===== src/ecc_pkg.sv =====
package ecc_pkg;

    // ********************************************************************
    // Code geometry
    // ********************************************************************

    // Fixed by the parity equations of the 40/7 SECDED code.
    localparam int ECC_DATA_WIDTH  = 40;
    localparam int ECC_CHECK_WIDTH = 7;

    // Stored word with check bits in the upper field.
    typedef struct packed {
        logic [ECC_CHECK_WIDTH-1:0] check;
        logic [ECC_DATA_WIDTH-1:0]  data;
    } ecc_codeword_t;

    // ********************************************************************
    // Port types
    // ********************************************************************

    typedef enum logic [1:0] {
        MEM_READ      = 2'd0,
        MEM_WRITE     = 2'd1,
        MEM_WRITE_RAW = 2'd2,
        MEM_READ_RAW  = 2'd3
    } mem_op_e;

    // The check field of wword matters for raw writes only.
    typedef struct packed {
        mem_op_e       op;
        ecc_codeword_t wword;
    } mem_req_t;

    typedef enum logic [1:0] {
        ECC_OK            = 2'd0,
        ECC_CORRECTED     = 2'd1,
        ECC_UNCORRECTABLE = 2'd2
    } ecc_status_e;

    typedef struct packed {
        ecc_codeword_t rword;
        ecc_status_e   status;
    } mem_rsp_t;

    // Single-cycle pulses towards the error log.
    typedef struct packed {
        logic corrected;
        logic uncorrectable;
    } ecc_event_t;

endpackage


===== src/ecc_secded_40.sv =====
`timescale 1ns/1ps

module ecc_secded_40 import ecc_pkg::*; (
    input  logic [ECC_DATA_WIDTH-1:0]  data_in,
    input  logic [ECC_CHECK_WIDTH-1:0] parity_in,
    input  logic                       bypass,
    output logic [ECC_DATA_WIDTH-1:0]  data_out,
    output logic [ECC_CHECK_WIDTH-1:0] parity_out,
    output ecc_status_e                status
);

    // ********************************************************************
    // Parity equations
    // ********************************************************************

    // One row per check bit. Bit j of a row set means data bit j feeds it.
    localparam logic [ECC_CHECK_WIDTH-1:0][ECC_DATA_WIDTH-1:0] PARITY_MASK = {
        40'hD32DA65CB7,
        40'hFFFC000000,
        40'h0003FFF800,
        40'hFE03FC07F0,
        40'hE1E3C3C78E,
        40'h999B33366D,
        40'h5556AAAD5B
    };

    logic [ECC_CHECK_WIDTH-1:0] syndrome;
    logic [ECC_DATA_WIDTH-1:0]  flip;
    logic                       check_hit;

    function automatic logic [ECC_CHECK_WIDTH-1:0] ecc_encode(
        input logic [ECC_DATA_WIDTH-1:0] d
    );
        logic [ECC_CHECK_WIDTH-1:0] p;
        for (int i = 0; i < ECC_CHECK_WIDTH; i++) begin
            p[i] = ^(d & PARITY_MASK[i]);
        end
        return p;
    endfunction

    assign parity_out = ecc_encode(data_in);
    assign syndrome   = parity_in ^ parity_out;

    // ********************************************************************
    // Syndrome decode
    // ********************************************************************

    // Each data bit owns the syndrome equal to its column of the mask table.
    always_comb begin : decode_columns
        logic [ECC_CHECK_WIDTH-1:0] column;
        flip = '0;
        for (int j = 0; j < ECC_DATA_WIDTH; j++) begin
            for (int i = 0; i < ECC_CHECK_WIDTH; i++) begin
                column[i] = PARITY_MASK[i][j];
            end
            flip[j] = (syndrome == column);
        end
    end

    // A lone syndrome bit points at a flipped check bit.
    assign check_hit = (syndrome != '0) &&
                       ((syndrome & (syndrome - 7'd1)) == '0);

    assign data_out = bypass ? data_in : (data_in ^ flip);

    always_comb begin
        if (bypass) begin
            status = ECC_OK;
        end else if (syndrome == '0) begin
            status = ECC_OK;
        end else if ((|flip) || check_hit) begin
            status = ECC_CORRECTED;
        end else begin
            status = ECC_UNCORRECTABLE;
        end
    end

endmodule


===== src/ecc_mem_array.sv =====
`timescale 1ns/1ps

module ecc_mem_array import ecc_pkg::*; #(
    parameter int ADDR_WIDTH = 4
) (
    input  logic                  clk,
    input  logic [ADDR_WIDTH-1:0] addr,
    input  logic                  we,
    input  ecc_codeword_t         wword,
    output ecc_codeword_t         rword
);

    localparam int DEPTH = 2 ** ADDR_WIDTH;

    ecc_codeword_t mem [DEPTH];

    // Read data is registered. A write returns the old word.
    always_ff @(posedge clk) begin
        if (we) begin
            mem[addr] <= wword;
        end
        rword <= mem[addr];
    end

    // An unknown write enable would corrupt the stored codewords.
    a_we_known: assert property (@(posedge clk) !$isunknown(we))
        else $error("array write enable is unknown");

endmodule


===== src/ecc_mem_ctrl.sv =====
`timescale 1ns/1ps

module ecc_mem_ctrl import ecc_pkg::*; #(
    parameter int ADDR_WIDTH = 4
) (
    input  logic                        clk,
    input  logic                        rst_n,
    input  logic                        req,
    input  logic [ADDR_WIDTH-1:0]       addr,
    input  mem_req_t                    mreq,
    input  logic [ECC_DATA_WIDTH-1:0]   cdata,
    input  logic [ECC_CHECK_WIDTH-1:0]  ccheck,
    input  ecc_status_e                 cstatus,
    input  ecc_codeword_t               arr_rword,
    output logic                        ack,
    output mem_rsp_t                    rsp,
    output logic [ADDR_WIDTH-1:0]       arr_addr,
    output logic                        arr_we,
    output ecc_codeword_t               arr_wword,
    output logic [ECC_DATA_WIDTH-1:0]   cdata_in,
    output logic [ECC_CHECK_WIDTH-1:0]  ccheck_in,
    output logic                        cbypass,
    output ecc_event_t                  err_event,
    output logic [ADDR_WIDTH-1:0]       event_addr
);

    typedef enum logic [1:0] {
        IDLE,
        READ_WAIT,
        WRITE_BACK,
        ACK_HOLD
    } state_e;

    state_e        state_q;
    mem_op_e       op_q;
    logic          is_write;
    ecc_codeword_t enc_word;

    assign is_write = (mreq.op == MEM_WRITE) || (mreq.op == MEM_WRITE_RAW);

    // ********************************************************************
    // Array and codec steering
    // ********************************************************************

    // The master holds addr until ack, so it addresses the array directly.
    assign arr_addr = addr;

    always_comb begin
        cdata_in  = mreq.wword.data;
        ccheck_in = mreq.wword.check;
        cbypass   = 1'b0;
        case (state_q)
            READ_WAIT: begin
                cdata_in  = arr_rword.data;
                ccheck_in = arr_rword.check;
                cbypass   = (op_q == MEM_READ_RAW);
            end
            // Re-encode the corrected data held in the response register.
            WRITE_BACK: begin
                cdata_in  = rsp.rword.data;
                ccheck_in = rsp.rword.check;
            end
            default: begin
            end
        endcase
    end

    assign enc_word = '{check: ccheck, data: cdata_in};

    assign arr_wword = ((state_q == IDLE) && (mreq.op == MEM_WRITE_RAW)) ? mreq.wword
                                                                          : enc_word;

    assign arr_we = req && (((state_q == IDLE) && is_write) || (state_q == WRITE_BACK));

    // ********************************************************************
    // Handshake FSM
    // ********************************************************************

    always_ff @(posedge clk) begin
        if (!rst_n) begin
            state_q   <= IDLE;
            ack       <= 1'b0;
            err_event <= '0;
        end else begin
            err_event <= '0;
            case (state_q)
                IDLE: begin
                    if (req && is_write) begin
                        ack     <= 1'b1;
                        state_q <= ACK_HOLD;
                    end else if (req) begin
                        state_q <= READ_WAIT;
                    end
                end
                READ_WAIT: begin
                    err_event.corrected     <= (cstatus == ECC_CORRECTED);
                    err_event.uncorrectable <= (cstatus == ECC_UNCORRECTABLE);
                    if (cstatus == ECC_CORRECTED) begin
                        state_q <= WRITE_BACK;
                    end else begin
                        ack     <= 1'b1;
                        state_q <= ACK_HOLD;
                    end
                end
                WRITE_BACK: begin
                    ack     <= 1'b1;
                    state_q <= ACK_HOLD;
                end
                ACK_HOLD: begin
                    if (!req) begin
                        ack     <= 1'b0;
                        state_q <= IDLE;
                    end
                end
                default: begin
                    state_q <= IDLE;
                end
            endcase
        end
    end

    // Response payload.
    always_ff @(posedge clk) begin
        if ((state_q == IDLE) && req) begin
            op_q <= mreq.op;
            if (is_write) begin
                rsp.rword  <= arr_wword;
                rsp.status <= ECC_OK;
            end
        end
        // Corrected data goes out with the check bits as stored.
        if (state_q == READ_WAIT) begin
            rsp.rword  <= '{check: arr_rword.check, data: cdata};
            rsp.status <= cstatus;
            event_addr <= addr;
        end
    end

    a_ack_after_req: assert property (
        @(posedge clk) disable iff (!rst_n) $fell(ack) |-> !$past(req)
    ) else $error("ack dropped while req was still high");

endmodule


===== src/ecc_err_log.sv =====
`timescale 1ns/1ps

module ecc_err_log import ecc_pkg::*; #(
    parameter int ADDR_WIDTH = 4,
    parameter int CNT_WIDTH  = 8
) (
    input  logic                  clk,
    input  logic                  rst_n,
    input  ecc_event_t            err_event,
    input  logic [ADDR_WIDTH-1:0] event_addr,
    output logic [CNT_WIDTH-1:0]  corr_count,
    output logic [CNT_WIDTH-1:0]  uncorr_count,
    output logic [ADDR_WIDTH-1:0] last_err_addr
);

    logic corr_full;
    logic uncorr_full;

    // Counters stick at all ones.
    assign corr_full   = &corr_count;
    assign uncorr_full = &uncorr_count;

    always_ff @(posedge clk) begin
        if (!rst_n) begin
            corr_count    <= '0;
            uncorr_count  <= '0;
            last_err_addr <= '0;
        end else begin
            if (err_event.corrected && !corr_full) begin
                corr_count <= corr_count + 1'b1;
            end
            if (err_event.uncorrectable && !uncorr_full) begin
                uncorr_count <= uncorr_count + 1'b1;
            end
            if (err_event.corrected || err_event.uncorrectable) begin
                last_err_addr <= event_addr;
            end
        end
    end

endmodule


===== src/ecc_mem_top.sv =====
`timescale 1ns/1ps

module ecc_mem_top import ecc_pkg::*; #(
    parameter int ADDR_WIDTH = 4,
    parameter int CNT_WIDTH  = 8
) (
    input  logic                  clk,
    input  logic                  rst_n,
    input  logic                  req,
    input  logic [ADDR_WIDTH-1:0] addr,
    input  mem_req_t              mreq,
    output logic                  ack,
    output mem_rsp_t              rsp,
    output logic [CNT_WIDTH-1:0]  corr_count,
    output logic [CNT_WIDTH-1:0]  uncorr_count,
    output logic [ADDR_WIDTH-1:0] last_err_addr
);

    logic [ADDR_WIDTH-1:0]      arr_addr;
    logic                       arr_we;
    ecc_codeword_t              arr_wword;
    ecc_codeword_t              arr_rword;
    logic [ECC_DATA_WIDTH-1:0]  cdata_in;
    logic [ECC_CHECK_WIDTH-1:0] ccheck_in;
    logic                       cbypass;
    logic [ECC_DATA_WIDTH-1:0]  cdata;
    logic [ECC_CHECK_WIDTH-1:0] ccheck;
    ecc_status_e                cstatus;
    ecc_event_t                 err_event;
    logic [ADDR_WIDTH-1:0]      event_addr;

    ecc_mem_ctrl #(
        .ADDR_WIDTH (ADDR_WIDTH)
    ) i_ecc_mem_ctrl (
        .clk        (clk),
        .rst_n      (rst_n),
        .req        (req),
        .addr       (addr),
        .mreq       (mreq),
        .cdata      (cdata),
        .ccheck     (ccheck),
        .cstatus    (cstatus),
        .arr_rword  (arr_rword),
        .ack        (ack),
        .rsp        (rsp),
        .arr_addr   (arr_addr),
        .arr_we     (arr_we),
        .arr_wword  (arr_wword),
        .cdata_in   (cdata_in),
        .ccheck_in  (ccheck_in),
        .cbypass    (cbypass),
        .err_event  (err_event),
        .event_addr (event_addr)
    );

    ecc_secded_40 i_ecc_secded_40 (
        .data_in    (cdata_in),
        .parity_in  (ccheck_in),
        .bypass     (cbypass),
        .data_out   (cdata),
        .parity_out (ccheck),
        .status     (cstatus)
    );

    ecc_mem_array #(
        .ADDR_WIDTH (ADDR_WIDTH)
    ) i_ecc_mem_array (
        .clk   (clk),
        .addr  (arr_addr),
        .we    (arr_we),
        .wword (arr_wword),
        .rword (arr_rword)
    );

    ecc_err_log #(
        .ADDR_WIDTH (ADDR_WIDTH),
        .CNT_WIDTH  (CNT_WIDTH)
    ) i_ecc_err_log (
        .clk           (clk),
        .rst_n         (rst_n),
        .err_event     (err_event),
        .event_addr    (event_addr),
        .corr_count    (corr_count),
        .uncorr_count  (uncorr_count),
        .last_err_addr (last_err_addr)
    );

endmodule


===== config.mk =====
export PLATFORM = sky130hd
export DESIGN_NAME = ecc_mem_top
export DESIGN_NICKNAME = d
export VERILOG_FILES = /design/src/ecc_pkg.sv /design/src/ecc_secded_40.sv /design/src/ecc_mem_array.sv /design/src/ecc_mem_ctrl.sv /design/src/ecc_err_log.sv /design/src/ecc_mem_top.sv
export SDC_FILE = /design/constraint.sdc
export NUM_CORES = 1
export LEC_CHECK = 0
export BUFFER_PORTS_ARGS = -buffer_cell sky130_fd_sc_hd__buf_2
export CORE_ASPECT_RATIO = 0.5
export CORE_UTILIZATION = 65
export DETAILED_ROUTE_END_ITERATION = 8
export PLACE_DENSITY = 0.83
export SYNTH_ARGS = -nofsm -noshare
export SYNTH_HDL_FRONTEND = slang
export SYNTH_SLANG_ARGS = --single-unit

===== constraint.sdc =====
create_clock -name clk -period 12.5 [get_ports clk]
set_input_delay 1.875 -clock clk [delete_from_list [all_inputs] [get_ports clk]]
set_output_delay 1.875 -clock clk [all_outputs]
set_load 0.02 [all_outputs]

# After elaboration in Yosys (flattened, before gate mapping)
# Memory sizes are Yosys's and may differ from the RTL's. A register that Yosys moved wholly into a read port is not among the register bits.
# Index checks and enable logic that the tools add are counted.
[totals] register_bits=80 out_inout_bits=70 ram_bits=752 mem_count=1
[mem_list] name="i_ecc_mem_array.mem" depth=16 word_bits=47 read_ports=1 rd_ports_with_merged_regs=1 write_ports=1 line="ecc_mem_array.sv:15" text="ecc_codeword_t mem [DEPTH];"
[classes] reduce_logical=34 n_bitwise=3 n_eq_ne=52 n_mux=22 addsub=3
[ops] op="$reduce_xor A40 Y1" count=7
[ops] op="$eq A7 B7 Y1 const B" count=23
[ops] op="$mux W49" count=3
[ops] op="$pmux W40 S2" count=1
[ops] op="$eq A7 B5 Y1 const B" count=7
[ops] op="$mux W47" count=1
[ops] op="$eq A7 B6 Y1 const B" count=6
[ops] op="$mux W40" count=1
[ops] op="$reduce_or A40 Y1" count=1
[ops] op="$xor A40 B40 Y40" count=1
[ops] op="$eq A7 B4 Y1 const B" count=3
[ops] op="$add A8 B1 Y8 const B" count=2
[ops] op="$reduce_and A8 Y1" count=2
[ops] op="$logic_not A7 Y1" count=2
[ops] op="$pmux W7 S2" count=1
[ops] op="$mux W2" count=6
[ops] op="$eq A2 B2 Y1 const B" count=5
[ops] op="$logic_and A1 B1 Y1" count=8
[ops] op="$pmux W2 S4" count=1
[ops] op="$and A7 B7 Y7" count=1
[ops] op="$eq A7 B3 Y1 const B" count=1
[ops] op="$mux W1" count=7
[ops] op="$reduce_bool A7 Y1" count=1
[ops] op="$sub A7 B1 Y7 const B" count=1
[ops] op="11 further kinds" count=22

# Longest topological paths before layout
# Gate-level depths: netlist of run 1.
[depth] depth_word=15 ltp_mapped=21

# By module
# A second synthesis of run 1 with hierarchy kept.
[unflattened] hier_cells=2068 area_unflattened_um2=36552.6
[by_module_without_submodules] module="ecc_mem_array" cells_each=1219 area_per_inst_um2=29146.7 instances=1 seq_area_each_um2=23522.6
[by_module_without_submodules] module="ecc_mem_ctrl" cells_each=498 area_per_inst_um2=4170.2 instances=1 seq_area_each_um2=1751.7
[by_module_without_submodules] module="ecc_secded_40" cells_each=250 area_per_inst_um2=2324.7 instances=1 seq_area_each_um2=0.0
[by_module_without_submodules] module="ecc_err_log" cells_each=101 area_per_inst_um2=910.9 instances=1 seq_area_each_um2=400.4

# Least setup slack after synthesis of run 1
# No wires, ideal clock.
[synth_path] kind="input to register" startpoint="in addr[0]" endpoint="mem i_ecc_mem_array.mem[3][0] in the netlist's numbering (enable)" setup_time_ns=0.509 required_time_ns=11.991 arrival_ns=6.135 cell_stages=5 setup_slack_ns=5.855 path_cell_list="clkbuf_1 clkbuf_1 clkbuf_1 nand3_1 nor3_1"
[synth_lines] item="start: declaration" line="ecc_mem_top.sv:10" text="input logic [ADDR_WIDTH-1:0] addr,"
[synth_lines] item="end: declaration" line="ecc_mem_array.sv:15"
# No word-level cell before the write port.

# Worst setup path after layout of run 1
[layout_path] startpoint="reg i_ecc_mem_ctrl.state_q[0]" endpoint="reg i_ecc_mem_ctrl.ack"
[layout_via] elab_chain_len=15
[layout_rtl] item="start: declaration" line="ecc_mem_ctrl.sv:34" text="state_e state_q;"
[layout_rtl] item="start signal: assignment" line="ecc_mem_ctrl.sv:81" text="state_q <= IDLE;"
[layout_rtl] item="start signal: assignment" line="ecc_mem_ctrl.sv:90" text="state_q <= ACK_HOLD;"
[layout_rtl] item="start signal: assignment" line="ecc_mem_ctrl.sv:92" text="state_q <= READ_WAIT;"
[layout_rtl] item="$eq A2 B2 Y1 / $eq A2 B1 Y1 (equally long branches)" line="ecc_mem_ctrl.sv:52, ecc_mem_ctrl.sv:86"
[layout_rtl] item="$pmux W40 S2" line="ecc_mem_ctrl.sv:52" text="case (state_q)"
[layout_rtl] item="$reduce_xor A40 Y1" line="ecc_secded_40.sv:36" text="p[i] = ^(d & PARITY_MASK[i]);"
[layout_rtl] item="$xor A7 B7 Y7" line="ecc_secded_40.sv:42" text="assign syndrome = parity_in ^ parity_out;"
[layout_rtl] item="$sub A7 B1 Y7" line="ecc_secded_40.sv:62" text="((syndrome & (syndrome - 7'd1)) == '0);"
[layout_rtl] item="$and A7 B7 Y7" line="ecc_secded_40.sv:62"
[layout_rtl] item="$logic_not A7 Y1" line="ecc_secded_40.sv:62"
[layout_rtl] item="$logic_and A1 B1 Y1" line="ecc_secded_40.sv:61" text="assign check_hit = (syndrome != '0) &&"
[layout_rtl] item="$logic_or A1 B1 Y1" line="ecc_secded_40.sv:71" text="end else if ((|flip) || check_hit) begin"
[layout_rtl] item="$mux W2" line="ecc_secded_40.sv:71"
[layout_rtl] item="$mux W2" line="ecc_secded_40.sv:69" text="end else if (syndrome == '0) begin"
[layout_rtl] item="$mux W2" line="ecc_secded_40.sv:67" text="if (bypass) begin"
[layout_rtl] item="$eq A2 B1 Y1" line="ecc_mem_ctrl.sv:98" text="if (cstatus == ECC_CORRECTED) begin"
[layout_rtl] item="$ne A2 B2 Y1 (no source line)"
[layout_rtl] item="$reduce_and A3 Y1 (no source line)"
[layout_rtl] item="end signal: assignment" line="ecc_mem_ctrl.sv:101" text="ack <= 1'b1;"
[layout_rtl] item="end signal: assignment" line="ecc_mem_ctrl.sv:106" text="ack <= 1'b1;"
[layout_rtl] item="end signal: assignment" line="ecc_mem_ctrl.sv:111" text="ack <= 1'b0;"
[layout_rtl] item="end: declaration" line="ecc_mem_ctrl.sv:15" text="output logic ack,"
# Parallel ways exist; a longest one is shown, timed or not.
# A chain may end at the register's enable or synchronous reset.

==> impl_metrics.toml, run 1 <==
[run_status]
outcome = "complete, no violations"

[synth]
yosys_most_used_dff = "edfxtp_1"
syn_inst = 1880
synthDistinctLibCells = 62
synthesis.nets = 1943
yosysSeqAreaShare = 0.708
ys_ff_latch = 879
ys_warn_count = 0
avgSynthCellArea_sq_um = 19.3
synth-edff-count = 807
syn_area_sq_mm = 0.0363
synthArstFlopShare = 0

[hold_path]
worstHoldPathType = "flip-flop to flip-flop"

[clock_tree]
clk_pin_slew_worst_paths_ns = 0.06
clock_latency_ns = 0.63
postCtsSetupRepairBufs = 0
cts_tree = "yes"
cts.path.max_buffers = 3
post_cts_resized = 0
cts_sinks = 879
cts_hold_buf = 0
root_buffer = "clkbuf_16"
cts_buffers = 74
htree_num_levels = 3

[route]
drt_wl_total_mm = 91.1
drt_pass1_iterations = 8
routed_via_density = 6.95
wl_per_cell_um = 31.9
ant_nets = 0
vias = 19800
drc_errors = 0
dr.first_iter.drc_count = 2884

[sta]
tightest_slew_ns = 1.33
finalClockSkew_ns = 0.0226
setup_viol = 0
max_freq_mhz = 154
grt_setup_unrepaired = "false"
slew_headroom = 0.114
period_minus_slack_ns = 6.48
finalHoldViolations = 0
setup-tns-final_ns = 0
maxSlewViolCount = 0
timing.final.crit_share = 0.518

[global_routing]
grt_pass1_wl_mm = 132
overflow = 0
grt_max_degree = 89
antenna_found_initial = 4
grt_pass1_vias = 19600
grt_usage = 0.328

[final_layout]
final_common_cell = "edfxtp_1"
area_delta_synth_final_pct = 11.6
fin_nets = 2106
instances_no_fill = 2852
drive_above_1_share = 0.282
final_cell_mix = "edfxtp_1 (807), mux4_2 (235), buf_2 (121)"
fin_area_sq_mm = 0.0405
fin_util = 0.743

[placement]
routabilityCongestion = 0.922
post-dp-hpwl_mm = 50.9
placedCellCount = 2711
io_buffers = 125
placed_cell_area_sq_mm = 0.0380

[critical_path]
path_max_fanout = 29
path_class = "flip-flop to flip-flop"
cp.required_ns = 13.00
start_kind = "flip-flop"
endpoint_kind = "flip-flop"
critPathArrivalTime_ns = 6.99

[flow_run]
max_cap_viol_count = 0

[floorplan]
die_h_um = 169
rows = 60
top_level_ports = 126
start_util = 0.666
die_x_um = 336
die_area_sq_mm = 0.0568
core_area_sq_mm = 0.0544
[routing by layer]
metal  up-vias  global-route usage  routed length (um)
met2      1524               0.515               43700
met1     10200               0.470               33700
met5         -                   0                   0
met3       228              0.0664               10700
met4         0               0.113                3040
li1       7920                   -                   -
[Yosys cell counts (all sizes together) (4+ instances only)]
cell type  number  area share
nor2           69      0.0071
nor3           49      0.0068
dfxtp          72       0.040
nand3          14      0.0019
nand2          72      0.0075
mux4          235        0.15
edfxtp        807        0.67
clkbuf         65      0.0067
nor2b           4     0.00069
o21ai          66      0.0091
a21oi          49      0.0068
nand2b         11      0.0019
and2           16      0.0028
inv            12      0.0012
mux2            7      0.0022
a21boi          6      0.0012
xor2           59       0.015
mux2i          43       0.014
buf            42      0.0085
xnor2          62       0.016
a221o           5      0.0014
nand4           6      0.0010
or3             4     0.00069
and3            6      0.0010
ha              7      0.0024
xnor3          20       0.012
a22o           40      0.0097
[kinds of logic (layout without fill, tap and decap cells)]
| family | Yosys count | count (layout) | share of synthesized area |
|---|---|---|---|
| flip-flops | 879 | 879 | 0.708 |
| XOR/XNOR | 143 | 143 | 0.0445 |
| AO/OA/AOI/OAI | 188 | 188 | 0.0329 |
| AND/OR/NAND/NOR | 259 | 259 | 0.0334 |
| adder cells (fa/ha/maj) | 7 | 7 | 0.00242 |
| multiplexers | 285 | 285 | 0.162 |
| other | 0 | 4 | 0 |
| buffers and inverters | 119 | 343 | 0.0164 |
[state kept, by name, summed over array words and instances (netlist names)]
| name | flops |
|---|---|
| i_ecc_mem_array.mem | 752 |
| i_ecc_mem_ctrl.rsp | 49 |
| i_ecc_mem_array.rword | 47 |
| i_ecc_err_log.corr_count | 8 |
| i_ecc_err_log.uncorr_count | 8 |
| i_ecc_err_log.last_err_addr | 4 |
| i_ecc_mem_ctrl.event_addr | 4 |
| i_ecc_mem_ctrl.err_event | 2 |
| i_ecc_mem_ctrl.op_q | 2 |
| i_ecc_mem_ctrl.state_q | 2 |
| i_ecc_mem_ctrl.ack | 1 |
[per-stage QoR]
step                      setup slack [ns]  hold WS (ns)
after floorplan                       5.86         0.502
after global placement                6.20         0.449
after detailed placement              6.10         0.460
after CTS                             6.14         0.467
after global routing                  5.76         0.478
final                                 6.02         0.468
[final timing paths]
kind | cells after the start | start | to | slack [ns]
setup / recovery | 16 | i_ecc_mem_ctrl.state_q[0] | i_ecc_mem_ctrl.ack | 6.02
hold / removal | 2 | i_ecc_err_log.last_err_addr[1] | i_ecc_err_log.last_err_addr[1] | 0.47
setup reg to reg | 16 | i_ecc_mem_ctrl.state_q[0] | i_ecc_mem_ctrl.ack | 6.02
hold reg to reg | 2 | i_ecc_err_log.last_err_addr[1] | i_ecc_err_log.last_err_addr[1] | 0.47
[critical path, stage by stage (launching register included)]
cell and delay, ns:
dfxtp_1 0.45, inv_1 0.15, ha_4 0.51, buf_4 0.62
mux2i_1 0.71, xnor3_1 0.56, xor2_1 0.24, xor2_1 0.24
xnor3_1 0.49, xnor2_1 0.45, or2_1 0.52, o32ai_1 0.17
a31oi_1 0.19, o21ai_1 0.12, nor4b_4 0.46, o211ai_1 0.16
a32o_1 0.28
[area by class of cell]
class / count / area [sq um]
antenna: 4 / 10.0
clock buffer: 93 / 1960
clock inverter: 44 / 528
fill: 2892 / 14000
inverter: 12 / 45.0
multi-input combinational: 882 / 10100
sequential: 879 / 25700
tap: 744 / 931
timing repair buffer: 194 / 1170
Power of run 1 is not shown: default switching activity piles up to over one toggle a cycle in this logic, so the estimate is an artifact.
==> run 2, diff against run 1 <==
- CORE_UTILIZATION: 65 -> 62
- PLACE_DENSITY: 0.83 -> 0.8
- clock period: 12.5 -> 6.7 ns (I/O delays scaled with it)
==> run 2 against run 1 <==
Against the previous run: die area grew 4.8%; register-to-register slack lost 5.4 ns; hold slack gained 0.0037 ns; highest routed layer is now met5.
==> impl_metrics.toml, run 2 (synthesis gave the netlist of run 1 again) <==
[run_status]
outcome = "complete, no violations"

[final_layout]
drive_above_1_share = 0.284
fin_nets = 2107
instances_no_fill = 2875
largest_reg_flops = 752
n_fill_cell = 3408
area_delta_synth_final_pct = 11.8
final_common_cell = "edfxtp_1"
regMostFlops = "i_ecc_mem_array.mem"
top_regs = "i_ecc_mem_array.mem: 752 flops, i_ecc_mem_ctrl.rsp: 49 flops, i_ecc_mem_array.rword: 47 flops"
final_cell_mix = "edfxtp_1 (807), mux4_2 (235), buf_2 (121)"

[route]
drt_wl_total_mm = 89.4
ant_nets = 0
wl_per_cell_um = 31.1
drc_errors = 0
dr.first_iter.drc_count = 2838
routed_via_density = 6.77
vias = 19500
drt_pass1_iterations = 6

[hold_path]
worstHoldPathType = "flip-flop to flip-flop"
worstHoldStart = "i_ecc_err_log.last_err_addr[2]"

[critical_path]
rrSetupSlack_ns = 0.67
path_class = "flip-flop to flip-flop"
rr_startpoint = "i_ecc_mem_ctrl.state_q[1]"
start_kind = "flip-flop"
cp.required_ns = 7.21
path_max_fanout = 86
endpoint_kind = "flip-flop"
critPathArrivalTime_ns = 6.54
worstSetupStartpoint = "i_ecc_mem_ctrl.state_q[1]"

[clock_tree]
root_buffer = "clkbuf_16"
clock_latency_ns = 0.62
cts_sinks = 879
cts.path.max_buffers = 3
htree_num_levels = 3
cts_buffers = 73
postCtsSetupRepairBufs = 0
clk_pin_slew_worst_paths_ns = 0.08
post_cts_resized = 0
cts_tree = "yes"
cts_hold_buf = 0

[global_routing]
grt_max_degree = 99
antenna_found_initial = 5
grt_pass1_vias = 19500
grt_usage = 0.307
overflow = 0
grt_pass1_wl_mm = 130

[placement]
routabilityCongestion = 0.930
io_buffers = 125
placedCellCount = 2737
post-dp-hpwl_mm = 49.7

[flow_run]
max_cap_viol_count = 0

[sta]
finalHoldViolations = 0
maxSlewViolCount = 0
period_minus_slack_ns = 6.03
timing.final.crit_share = 0.901
grt_setup_unrepaired = "false"
slew_headroom = 0.0736
tightest_slew_ns = 1.39
setup-tns-final_ns = 0
finalClockSkew_ns = 0.0279
setup_viol = 0
max_freq_mhz = 166

[floorplan]
die_h_um = 173
die_x_um = 344
start_util = 0.630
rows = 62
core_area_sq_mm = 0.0576
die_area_sq_mm = 0.0595
top_level_ports = 126
run 2: worst paths after layout:
check | cells after the start | end
worst min-delay path | 2 | i_ecc_err_log.last_err_addr[2]
worst max-delay path | 17 | i_ecc_mem_ctrl.ack
worst min register to register | 2 | i_ecc_err_log.last_err_addr[2]
worst max register to register | 17 | i_ecc_mem_ctrl.ack
run 2: final cells by class:
class	count	area (sq um)	area share
inverters	12	45.0	0.00111
repair buffers	196	1230	0.0304
clock inverters	41	477	0.0118
flip-flops and latches	879	25700	0.634
multi-input cells	882	10100	0.250
clock buffers	94	1990	0.0491
well taps	768	961	0.0237
diodes	3	7.51	0.000185
run 2: critical path, cell delays in order, from the launching register on:
cell      delay (ns)
dfxtp_1         0.36
inv_1           0.16
ha_4            0.80
buf_4           0.48
a22o_1          0.19
mux2i_1         0.17
xnor2_1         0.32
xnor3_1         0.41
xor2_1          0.22
xnor3_1         0.49
xnor2_1         0.48
or2_1           0.52
o32ai_1         0.17
a31oi_1         0.18
o21ai_1         0.11
nor4b_4         0.43
o211ai_1        0.16
a32o_1          0.28
run 2: per-layer routing:
metal	track usage	up-vias	routed length, um
met1	0.434	10000	33200
met2	0.483	1326	43200
met5	0	-	13
met4	0.104	2	3050
met3	0.0665	200	9930
li1	-	7930	-
run 2: per-stage QoR:
step           setup WS, ns  instance area (sq um)  hold slack, ns   util
3_3_place_gp          0.928                  38000           0.451  0.661
3_5_place_dp          0.809                  38000           0.466  0.661
4_1_cts               0.765                  40500           0.473  0.704
6_report              0.666                  40500           0.471  0.704
5_1_grt               0.263                  40500           0.503  0.704
2_1_floorplan         0.925                  36300           0.502      -
Power of run 2 is left out for the same reason.
